### src/source/pbus_defines.svh
// widths and sizes of the peripheral bus
// register data, byte address, gpio pin counts, interrupt vector

`ifndef PBUS_DEFINES_SVH
`define PBUS_DEFINES_SVH

////////////////////////////////////////////////////////////
// bus
////////////////////////////////////////////////////////////

`define PBUS_DATA_WIDTH      32 // one register word
`define PBUS_ADDR_WIDTH      12 // byte address, 16 regions of 256 bytes

////////////////////////////////////////////////////////////
// pins and interrupts
////////////////////////////////////////////////////////////

`define PBUS_GPIO_IN_WIDTH   8  // input pins
`define PBUS_GPIO_OUT_WIDTH  8  // output pins
`define PBUS_NUM_IRQ         2  // gpio and timer lines

`endif

### src/source/pbus_pkg.sv
// bus level types
// request opcode and addressed peripheral

package pbus_pkg;

    ////////////////////////////////////////////////////////////
    // request
    ////////////////////////////////////////////////////////////

    // taken from the host write bit
    typedef enum logic {
        OP_READ  = 1'b0, // returns register data
        OP_WRITE = 1'b1  // returns zero data
    } pbus_op_e;

    ////////////////////////////////////////////////////////////
    // decode result
    ////////////////////////////////////////////////////////////

    // TGT_NONE answers with the error flag
    typedef enum logic [1:0] {
        TGT_GPIO  = 2'd0, // region 0
        TGT_TIMER = 2'd1, // region 1
        TGT_NONE  = 2'd2  // any other region
    } pbus_target_e;

endpackage

### src/source/pbus_regs_pkg.sv
// register map of the peripheral bus
// address fields, region codes, register offsets, interrupt indices

`include "pbus_defines.svh"

package pbus_regs_pkg;

    localparam int REGION_MSB = `PBUS_ADDR_WIDTH - 1; // region is the top nibble
    localparam int REGION_LSB = 8;
    localparam int OFFSET_MSB = 3;                    // word offset in a region
    localparam int OFFSET_LSB = 2;

    localparam logic [3:0] REGION_GPIO  = 4'h0;
    localparam logic [3:0] REGION_TIMER = 4'h1;

    typedef enum logic [1:0] {
        GPIO_OUT     = 2'd0, // read/write, drives the pins
        GPIO_IN      = 2'd1, // read only, synchronized pins
        GPIO_PENDING = 2'd2, // change flags, write one to clear
        GPIO_ENABLE  = 2'd3  // interrupt mask
    } gpio_reg_e;

    typedef enum logic [1:0] {
        TIM_CONTROL = 2'd0, // enable and auto-reload
        TIM_LOAD    = 2'd1, // start and reload value
        TIM_COUNT   = 2'd2, // read only
        TIM_STATUS  = 2'd3  // pending flag, write one to clear
    } timer_reg_e;

    localparam int TIM_CTRL_EN = 0; // control bit positions
    localparam int TIM_CTRL_AR = 1;

    localparam int IRQ_GPIO  = 0;   // interrupt vector lines
    localparam int IRQ_TIMER = 1;

endpackage

### src/source/pbus_decoder.sv
// decode stage of the peripheral bus
// request capture, target decode, per-peripheral write strobes

`timescale 1ns/1ps

`include "pbus_defines.svh"

module pbus_decoder
    import pbus_pkg::*;
    import pbus_regs_pkg::*;
(
    input  logic                        clock_i,
    input  logic                        reset_i,
    // host request, taken every valid cycle
    input  logic                        req_valid_i,
    input  logic                        req_write_i,
    input  logic [`PBUS_ADDR_WIDTH-1:0] req_addr_i,
    input  logic [`PBUS_DATA_WIDTH-1:0] req_wdata_i,
    // stage 1
    output logic                        stage_valid_o,
    output pbus_op_e                    stage_op_o,
    output pbus_target_e                stage_target_o,
    output logic [1:0]                  stage_offset_o,
    output logic [`PBUS_DATA_WIDTH-1:0] stage_wdata_o,
    output logic                        gpio_wr_o,
    output logic                        timer_wr_o
);

    pbus_target_e req_target; // from the region nibble

    always_comb begin
        case (req_addr_i[REGION_MSB:REGION_LSB])
            REGION_GPIO:  req_target = TGT_GPIO;
            REGION_TIMER: req_target = TGT_TIMER;
            default:      req_target = TGT_NONE; // unmapped, answers with error
        endcase
    end

    ////////////////////////////////////////////////////////////
    // stage 1 registers
    ////////////////////////////////////////////////////////////

    always_ff @(posedge clock_i) begin
        if (reset_i) begin
            stage_valid_o <= 1'b0;
            gpio_wr_o     <= 1'b0;
            timer_wr_o    <= 1'b0;
        end else begin
            stage_valid_o <= req_valid_i;
            gpio_wr_o     <= req_valid_i && req_write_i && (req_target == TGT_GPIO);
            timer_wr_o    <= req_valid_i && req_write_i && (req_target == TGT_TIMER);
        end
    end

    // payload only moves with a request
    always_ff @(posedge clock_i) begin
        if (req_valid_i) begin
            stage_op_o     <= req_write_i ? OP_WRITE : OP_READ;
            stage_target_o <= req_target;
            stage_offset_o <= req_addr_i[OFFSET_MSB:OFFSET_LSB]; // word select
            stage_wdata_o  <= req_wdata_i;
        end
    end

endmodule : pbus_decoder

### src/source/pbus_gpio.sv
// gpio peripheral
// output register, two-flop input synchronizer, change detect with pending/enable irq

`timescale 1ns/1ps

`include "pbus_defines.svh"

module pbus_gpio
    import pbus_regs_pkg::*;
(
    input  logic                            clock_i,
    input  logic                            reset_i,
    input  logic                            wr_i,      // one-cycle strobe from decode
    input  logic [1:0]                      offset_i,
    input  logic [`PBUS_DATA_WIDTH-1:0]     wdata_i,
    input  logic [`PBUS_GPIO_IN_WIDTH-1:0]  gpio_in_i,  // asynchronous pins
    output logic [`PBUS_DATA_WIDTH-1:0]     rdata_o,    // combinational by offset
    output logic [`PBUS_GPIO_OUT_WIDTH-1:0] gpio_out_o,
    output logic                            irq_o
);

    logic [`PBUS_GPIO_OUT_WIDTH-1:0] out_q;
    logic [`PBUS_GPIO_IN_WIDTH-1:0]  sync1_q, sync2_q; // synchronizer chain
    logic [`PBUS_GPIO_IN_WIDTH-1:0]  prev_q;           // last synchronized value
    logic [`PBUS_GPIO_IN_WIDTH-1:0]  enable_q, pending_q;
    logic [`PBUS_GPIO_IN_WIDTH-1:0]  change, pend_clr;

    assign change   = sync2_q ^ prev_q; // any edge
    assign pend_clr = (wr_i && (offset_i == GPIO_PENDING)) ?
                      wdata_i[`PBUS_GPIO_IN_WIDTH-1:0] : '0;

    always_ff @(posedge clock_i) begin
        if (reset_i) begin
            out_q     <= '0;
            enable_q  <= '0;
            pending_q <= '0;
            sync1_q   <= '0;
            sync2_q   <= '0;
            prev_q    <= '0;
        end else begin
            sync1_q   <= gpio_in_i;
            sync2_q   <= sync1_q;
            prev_q    <= sync2_q;
            pending_q <= (pending_q & ~pend_clr) | change; // new change beats clear
            if (wr_i) begin
                case (offset_i)
                    GPIO_OUT:    out_q    <= wdata_i[`PBUS_GPIO_OUT_WIDTH-1:0];
                    GPIO_ENABLE: enable_q <= wdata_i[`PBUS_GPIO_IN_WIDTH-1:0];
                    default:     ; // IN read only, PENDING handled above
                endcase
            end
        end
    end

    always_comb begin
        rdata_o = '0; // upper bits read zero
        case (offset_i)
            GPIO_OUT:     rdata_o[`PBUS_GPIO_OUT_WIDTH-1:0] = out_q;
            GPIO_IN:      rdata_o[`PBUS_GPIO_IN_WIDTH-1:0]  = sync2_q;
            GPIO_PENDING: rdata_o[`PBUS_GPIO_IN_WIDTH-1:0]  = pending_q;
            GPIO_ENABLE:  rdata_o[`PBUS_GPIO_IN_WIDTH-1:0]  = enable_q;
        endcase
    end

    assign gpio_out_o = out_q;
    assign irq_o      = |(pending_q & enable_q); // any enabled pending bit

endmodule : pbus_gpio

### src/source/pbus_response.sv
// response stage of the peripheral bus
// read data select by target, registered valid pulse, data and error

`timescale 1ns/1ps

`include "pbus_defines.svh"

module pbus_response
    import pbus_pkg::*;
(
    input  logic                        clock_i,
    input  logic                        reset_i,
    input  logic                        stage_valid_i,
    input  pbus_op_e                    stage_op_i,
    input  pbus_target_e                stage_target_i,
    input  logic [`PBUS_DATA_WIDTH-1:0] gpio_rdata_i,
    input  logic [`PBUS_DATA_WIDTH-1:0] timer_rdata_i,
    output logic                        resp_valid_o,  // one-cycle pulse
    output logic [`PBUS_DATA_WIDTH-1:0] resp_rdata_o,
    output logic                        resp_error_o   // unmapped region
);

    logic [`PBUS_DATA_WIDTH-1:0] sel_rdata;

    always_comb begin
        sel_rdata = '0; // writes return zero
        if (stage_op_i == OP_READ) begin
            case (stage_target_i)
                TGT_GPIO:  sel_rdata = gpio_rdata_i;
                TGT_TIMER: sel_rdata = timer_rdata_i;
                default:   sel_rdata = '0; // TGT_NONE
            endcase
        end
    end

    always_ff @(posedge clock_i) begin
        if (reset_i) begin
            resp_valid_o <= 1'b0;
            resp_error_o <= 1'b0;
        end else begin
            resp_valid_o <= stage_valid_i;
            resp_error_o <= stage_valid_i && (stage_target_i == TGT_NONE);
        end
    end

    always_ff @(posedge clock_i) begin
        resp_rdata_o <= sel_rdata; // meaningful only with valid
    end

endmodule : pbus_response

### src/source/pbus_timer.sv
// timer peripheral
// 32-bit down-counter, load and auto-reload, pending interrupt

`timescale 1ns/1ps

`include "pbus_defines.svh"

module pbus_timer
    import pbus_regs_pkg::*;
(
    input  logic                        clock_i,
    input  logic                        reset_i,
    input  logic                        wr_i,     // one-cycle strobe from decode
    input  logic [1:0]                  offset_i,
    input  logic [`PBUS_DATA_WIDTH-1:0] wdata_i,
    output logic [`PBUS_DATA_WIDTH-1:0] rdata_o,  // combinational by offset
    output logic                        irq_o
);

    logic                        enable_q;
    logic                        reload_q;  // auto-reload
    logic                        pending_q;
    logic [`PBUS_DATA_WIDTH-1:0] load_q;
    logic [`PBUS_DATA_WIDTH-1:0] count_q;
    logic                        ctrl_wr, load_wr, status_clr;
    logic                        expire;    // zero reached while running

    assign ctrl_wr    = wr_i && (offset_i == TIM_CONTROL);
    assign load_wr    = wr_i && (offset_i == TIM_LOAD);
    assign status_clr = wr_i && (offset_i == TIM_STATUS) && wdata_i[0]; // w1c
    assign expire     = enable_q && (count_q == '0);

    always_ff @(posedge clock_i) begin
        if (reset_i) begin
            load_q <= '0;
        end else if (load_wr) begin
            load_q <= wdata_i; // no effect on a running count
        end
    end

    ////////////////////////////////////////////////////////////
    // counter and control
    ////////////////////////////////////////////////////////////

    always_ff @(posedge clock_i) begin
        if (reset_i) begin
            enable_q <= 1'b0;
            reload_q <= 1'b0;
            count_q  <= '0;
        end else if (ctrl_wr) begin
            enable_q <= wdata_i[TIM_CTRL_EN];
            reload_q <= wdata_i[TIM_CTRL_AR];
            if (wdata_i[TIM_CTRL_EN]) begin
                count_q <= load_q; // start from LOAD
            end
        end else if (expire) begin
            if (reload_q) begin
                count_q <= load_q; // periodic
            end else begin
                enable_q <= 1'b0;  // one-shot stops
            end
        end else if (enable_q) begin
            count_q <= count_q - 1;
        end
    end

    always_ff @(posedge clock_i) begin
        if (reset_i) begin
            pending_q <= 1'b0;
        end else if (expire) begin
            pending_q <= 1'b1; // set wins over clear
        end else if (status_clr) begin
            pending_q <= 1'b0;
        end
    end

    always_comb begin
        rdata_o = '0;
        case (offset_i)
            TIM_CONTROL: begin
                rdata_o[TIM_CTRL_EN] = enable_q;
                rdata_o[TIM_CTRL_AR] = reload_q;
            end
            TIM_LOAD:    rdata_o    = load_q;
            TIM_COUNT:   rdata_o    = count_q;
            TIM_STATUS:  rdata_o[0] = pending_q;
        endcase
    end

    assign irq_o = pending_q;

endmodule : pbus_timer

### src/source/peripheral_bus.sv
// peripheral bus top level
// decode, gpio, timer and response instances, interrupt vector

`timescale 1ns/1ps

`include "pbus_defines.svh"

module peripheral_bus
    import pbus_pkg::*;
    import pbus_regs_pkg::*;
(
    input  logic                            clock_i,
    input  logic                            reset_i,
    // host side
    input  logic                            req_valid_i,
    input  logic                            req_write_i,
    input  logic [`PBUS_ADDR_WIDTH-1:0]     req_addr_i,
    input  logic [`PBUS_DATA_WIDTH-1:0]     req_wdata_i,
    output logic                            resp_valid_o,
    output logic [`PBUS_DATA_WIDTH-1:0]     resp_rdata_o,
    output logic                            resp_error_o,
    // pins
    input  logic [`PBUS_GPIO_IN_WIDTH-1:0]  gpio_in_i,
    output logic [`PBUS_GPIO_OUT_WIDTH-1:0] gpio_out_o,
    output logic [`PBUS_NUM_IRQ-1:0]        int_o
);

    ////////////////////////////////////////////////////////////
    // stage 1 wires
    ////////////////////////////////////////////////////////////

    logic                        stage_valid;
    pbus_op_e                    stage_op;
    pbus_target_e                stage_target;
    logic [1:0]                  stage_offset;  // shared by both peripherals
    logic [`PBUS_DATA_WIDTH-1:0] stage_wdata;
    logic                        gpio_wr, timer_wr;
    logic [`PBUS_DATA_WIDTH-1:0] gpio_rdata, timer_rdata;
    logic                        gpio_irq, timer_irq;

    assign int_o[IRQ_GPIO]  = gpio_irq;
    assign int_o[IRQ_TIMER] = timer_irq;

    pbus_decoder decoder_u (
        .clock_i        ( clock_i      ),
        .reset_i        ( reset_i      ),
        .req_valid_i    ( req_valid_i  ),
        .req_write_i    ( req_write_i  ),
        .req_addr_i     ( req_addr_i   ),
        .req_wdata_i    ( req_wdata_i  ),
        .stage_valid_o  ( stage_valid  ),
        .stage_op_o     ( stage_op     ),
        .stage_target_o ( stage_target ),
        .stage_offset_o ( stage_offset ),
        .stage_wdata_o  ( stage_wdata  ),
        .gpio_wr_o      ( gpio_wr      ),
        .timer_wr_o     ( timer_wr     )
    );

    pbus_gpio gpio_u (
        .clock_i    ( clock_i      ),
        .reset_i    ( reset_i      ),
        .wr_i       ( gpio_wr      ),
        .offset_i   ( stage_offset ),
        .wdata_i    ( stage_wdata  ),
        .gpio_in_i  ( gpio_in_i    ),
        .rdata_o    ( gpio_rdata   ),
        .gpio_out_o ( gpio_out_o   ),
        .irq_o      ( gpio_irq     )
    );

    pbus_timer timer_u (
        .clock_i  ( clock_i      ),
        .reset_i  ( reset_i      ),
        .wr_i     ( timer_wr     ),
        .offset_i ( stage_offset ),
        .wdata_i  ( stage_wdata  ),
        .rdata_o  ( timer_rdata  ),
        .irq_o    ( timer_irq    )
    );

    pbus_response response_u (
        .clock_i        ( clock_i      ),
        .reset_i        ( reset_i      ),
        .stage_valid_i  ( stage_valid  ),
        .stage_op_i     ( stage_op     ),
        .stage_target_i ( stage_target ),
        .gpio_rdata_i   ( gpio_rdata   ),
        .timer_rdata_i  ( timer_rdata  ),
        .resp_valid_o   ( resp_valid_o ),
        .resp_rdata_o   ( resp_rdata_o ),
        .resp_error_o   ( resp_error_o )
    );

endmodule : peripheral_bus

### config.mk
export PLATFORM = sky130hd
export DESIGN_NAME = peripheral_bus
export DESIGN_NICKNAME = d
export VERILOG_FILES = /design/src/source/pbus_pkg.sv /design/src/source/pbus_regs_pkg.sv /design/src/source/pbus_decoder.sv /design/src/source/pbus_gpio.sv /design/src/source/pbus_response.sv /design/src/source/pbus_timer.sv /design/src/source/peripheral_bus.sv
export VERILOG_INCLUDE_DIRS = /design/src /design/src/source
export SDC_FILE = /design/constraint.sdc
export NUM_CORES = 1
export LEC_CHECK = 0
export BUFFER_PORTS_ARGS = -buffer_cell sky130_fd_sc_hd__buf_4
export CAP_MARGIN = 20
export CORE_UTILIZATION = 45
export CTS_BUF_LIST = sky130_fd_sc_hd__clkbuf_8
export DETAILED_ROUTE_END_ITERATION = 6
export GPL_TIMING_DRIVEN = 0
export PLACE_DENSITY = 0.75
export SLEW_MARGIN = 15
export SYNTH_ARGS = -nofsm -noshare
export SYNTH_HDL_FRONTEND = slang
export SYNTH_HIERARCHICAL = 1
export SYNTH_SLANG_ARGS = --single-unit
### constraint.sdc
create_clock -name clock_i -period 4.34 [get_ports clock_i]
set_input_delay 0.868 -clock clock_i [delete_from_list [all_inputs] [get_ports clock_i]]
set_output_delay 0.868 -clock clock_i [all_outputs]
set_load 0.01 [all_outputs]
==> metrics.cfg <==
[global_routing]
grt_max_degree=40
grt_pass1_vias=6463
antenna_found_initial=0
grt_usage=0.238
grt.overflow.total=0
grt_pass1_wl_um=35400

[floorplan]
die_h_um=140
std_cell_rows=50
initial_utilization=0.459
dieArea_mm2=0.0196
ios=100
die-width_um=140
core_area_mm2=0.0187

[synthesis]
synth_area_mm2=0.00858
syn_inst=878
yosysWarnings=6
synth_edf_count=37
ys_ff_latch=189
synth_area_per_cell_um2=9.77
async_reset_ff_frac=0
synthDistinctLibCells=64
yosysSeqAreaShare=0.484
ys_dominant_reg_cell=dfxtp_1

[timing]
finalHoldViolCount=0
hold_slack_ns=0.448
setup_viol=0
timing.setup.tns_ns=0
period_needed_ns=2.95
fin_crit_sh=0.680
max_freq_mhz=339
setup_slack_ns=1.39
slew_headroom=0.526
fin_skew_ns=0.0154
slew_violations=0
rsz0062_at_grt=no
worst_pin_slew_ns=0.710

[clock_tree]
worstSkewPairLatency_ns=0.48
cts.sinks=189
cts.repair.resized=0
cts_root_buffer=clkbuf_8
cts_setup_buffers=0
clk_pin_slew_ns=0.11
clockBufferDepth=2
cts_made_buffers=17
cts_hold_buf=0
cts_tree=yes
htreeDepth=4

[drt]
routed_via_density=5.46
drt_iter0_drc=612
wl_per_cell_um=17.8
wl_met3_um=1980
wl_met2_um=10200
m1WireLength_um=9870
vias=6874
drc=0
ant_nets=0
dr.pass1.iters=5
wl_um=22500
top_layer=met4

[placed_design]
portBuffers=93
gp_congestion=0.914
postPlaceCellArea_mm2=0.00966
place_ws_ns=1.49
dpl.hpwl_um=16200

[job]
cap_viol_max_count=0

[final_layout]
insertedDiodeCount=0
layout_common_cells=152 x dfxtp_1, 123 x buf_4, 86 x nand2_1
final_nets=1076
area_delta_synth_final_pct=17.7
final_common_cell=dfxtp_1
drive_gt1_frac=0.198
num-fill-cells=1689
fin_area_mm2=0.0101

[setup_path]
end_kind=flop
r2r-start=timer_u/count_q[0]
cp.arrival_ns=3.30
crit_type=reg -> reg
cp_slowest_stage_delay_ns=0.40
reg2reg_slack_ns=1.39
cp_max_fo=10
path_cells=buf_2 > inv_1 > ha_1 > nor4b_4 > and4_4 > a41oi_4 > or2_1 > buf_6 > nand2b_1 > buf_4 > o32ai_1
regToRegEndpoint=timer_u/count_q[14]
cp_slowest_cell=nor4b_4
cp_top_family=simple AND/OR/NAND/NOR gates
ff2ff_path_depth=11
worstPathRequired_ns=4.68
crit_buf_inv=4
start_kind=flop

[hold_path]
min_to=gpio_u/sync2_q[4]
hold_class=reg -> reg
hold_depth=1
min-delay-start=gpio_u/sync1_q[4]

[power]
powerDensity_mw_per_mm2=337
intPower_mw=2.49
pwr-share-comb=0.081
p_leak_nw=4.03
pwr-share-clk=0.368
p_seq_frac=0.551
p_sw_frac=0.270
peakVddDrop_mv=0.295
power_switching_uw=920

[status]
status=finished, final reports clean

[cell type report]
type | count | area, um2 | area share
Sequential cell | 189 | 4150 | 0.411
Tap cell | 234 | 293 | 0.0290
Clock inverter | 15 | 210 | 0.0208
Clock buffer | 17 | 234 | 0.0232
Buffer | 89 | 541 | 0.0535
Multi-Input combinational cell | 600 | 3890 | 0.385
Timing Repair Buffer | 93 | 698 | 0.0691
Inverter | 23 | 86.3 | 0.00854
[cells by family after synthesis]
kind of cell,after synthesis,share of synthesized area
AO/OA/AOI/OAI,179,0.136
XOR/XNOR,8,0.00816
flip-flops,189,0.484
buffers and inverters,112,0.0730
multiplexers,60,0.0846
adder cells (fa/ha/maj),7,0.0102
AND/OR/NAND/NOR,322,0.204
other,1,0.000437
[stage by stage]
step | total power, mW | util | instances
floorplan | 2.07 | - | 901
global placement | 2.19 | 0.516 | 1228
detailed placement | 2.19 | 0.516 | 1228
CTS | 3.44 | 0.540 | 1260
global route | 3.54 | 0.540 | 1260
finish | 3.41 | 0.540 | 1260
[flip-flops by register name, indices dropped and copies added (netlist names), 2 cells and up]
register and count:
timer_u/count_q 32, gpio_u/sync2_q 8, gpio_u/prev_q 8, timer_u/load_q 32, response_u/resp_rdata_o 32, decoder_u/stage_target_o 2
gpio_u/gpio_out_o 8, gpio_u/enable_q 8, decoder_u/stage_offset_o 2, gpio_u/pending_q 8, gpio_u/sync1_q 8, decoder_u/stage_wdata_o 32
[routing by layer]
metal | vias up | track usage
met1 | 3211 | 0.324
met5 | - | 0
met2 | 305 | 0.369
met3 | 34 | 0.0578
li1 | 3324 | -
met4 | 0 | 0.0833
[cells in the mapped netlist, types with 21 or more instances]
cell type	count	area share
dfxtp_1	152	0.35
nand2_1	86	0.038
a21oi_1	72	0.042
nor2_1	56	0.024
nor2b_1	56	0.041
mux2i_1	50	0.058
edfxtp_1	37	0.13
a22oi_1	35	0.031
nand2b_1	34	0.025
clkbuf_1	33	0.014
buf_4	30	0.026
o21ai_0	24	0.014
inv_1	23	0.010
nor3_1	21	0.012
[power groups by stage]
stage	sequential, mW	combinational, mW	clock (mW)
floorplan	1.91	0.165	0
finish	1.88	0.277	1.25
global placement	1.92	0.272	0
CTS	1.88	0.276	1.29
global route	1.88	0.300	1.36
detailed placement	1.92	0.276	0
[worst max-delay path by stage]
stage	endpoint	slack, ns	start	cells past startpoint
floorplan	timer_u/count_q[10]	2.12	timer_u/count_q[0]	11
global placement	timer_u/count_q[5]	1.52	timer_u/count_q[0]	11
detailed placement	timer_u/count_q[10]	1.49	timer_u/count_q[0]	11
CTS	timer_u/count_q[17]	1.47	timer_u/count_q[0]	11
global route	timer_u/count_q[17]	1.25	timer_u/count_q[0]	11
finish	timer_u/count_q[14]	1.39	timer_u/count_q[0]	11
Power figures use the tool's default switching activity.
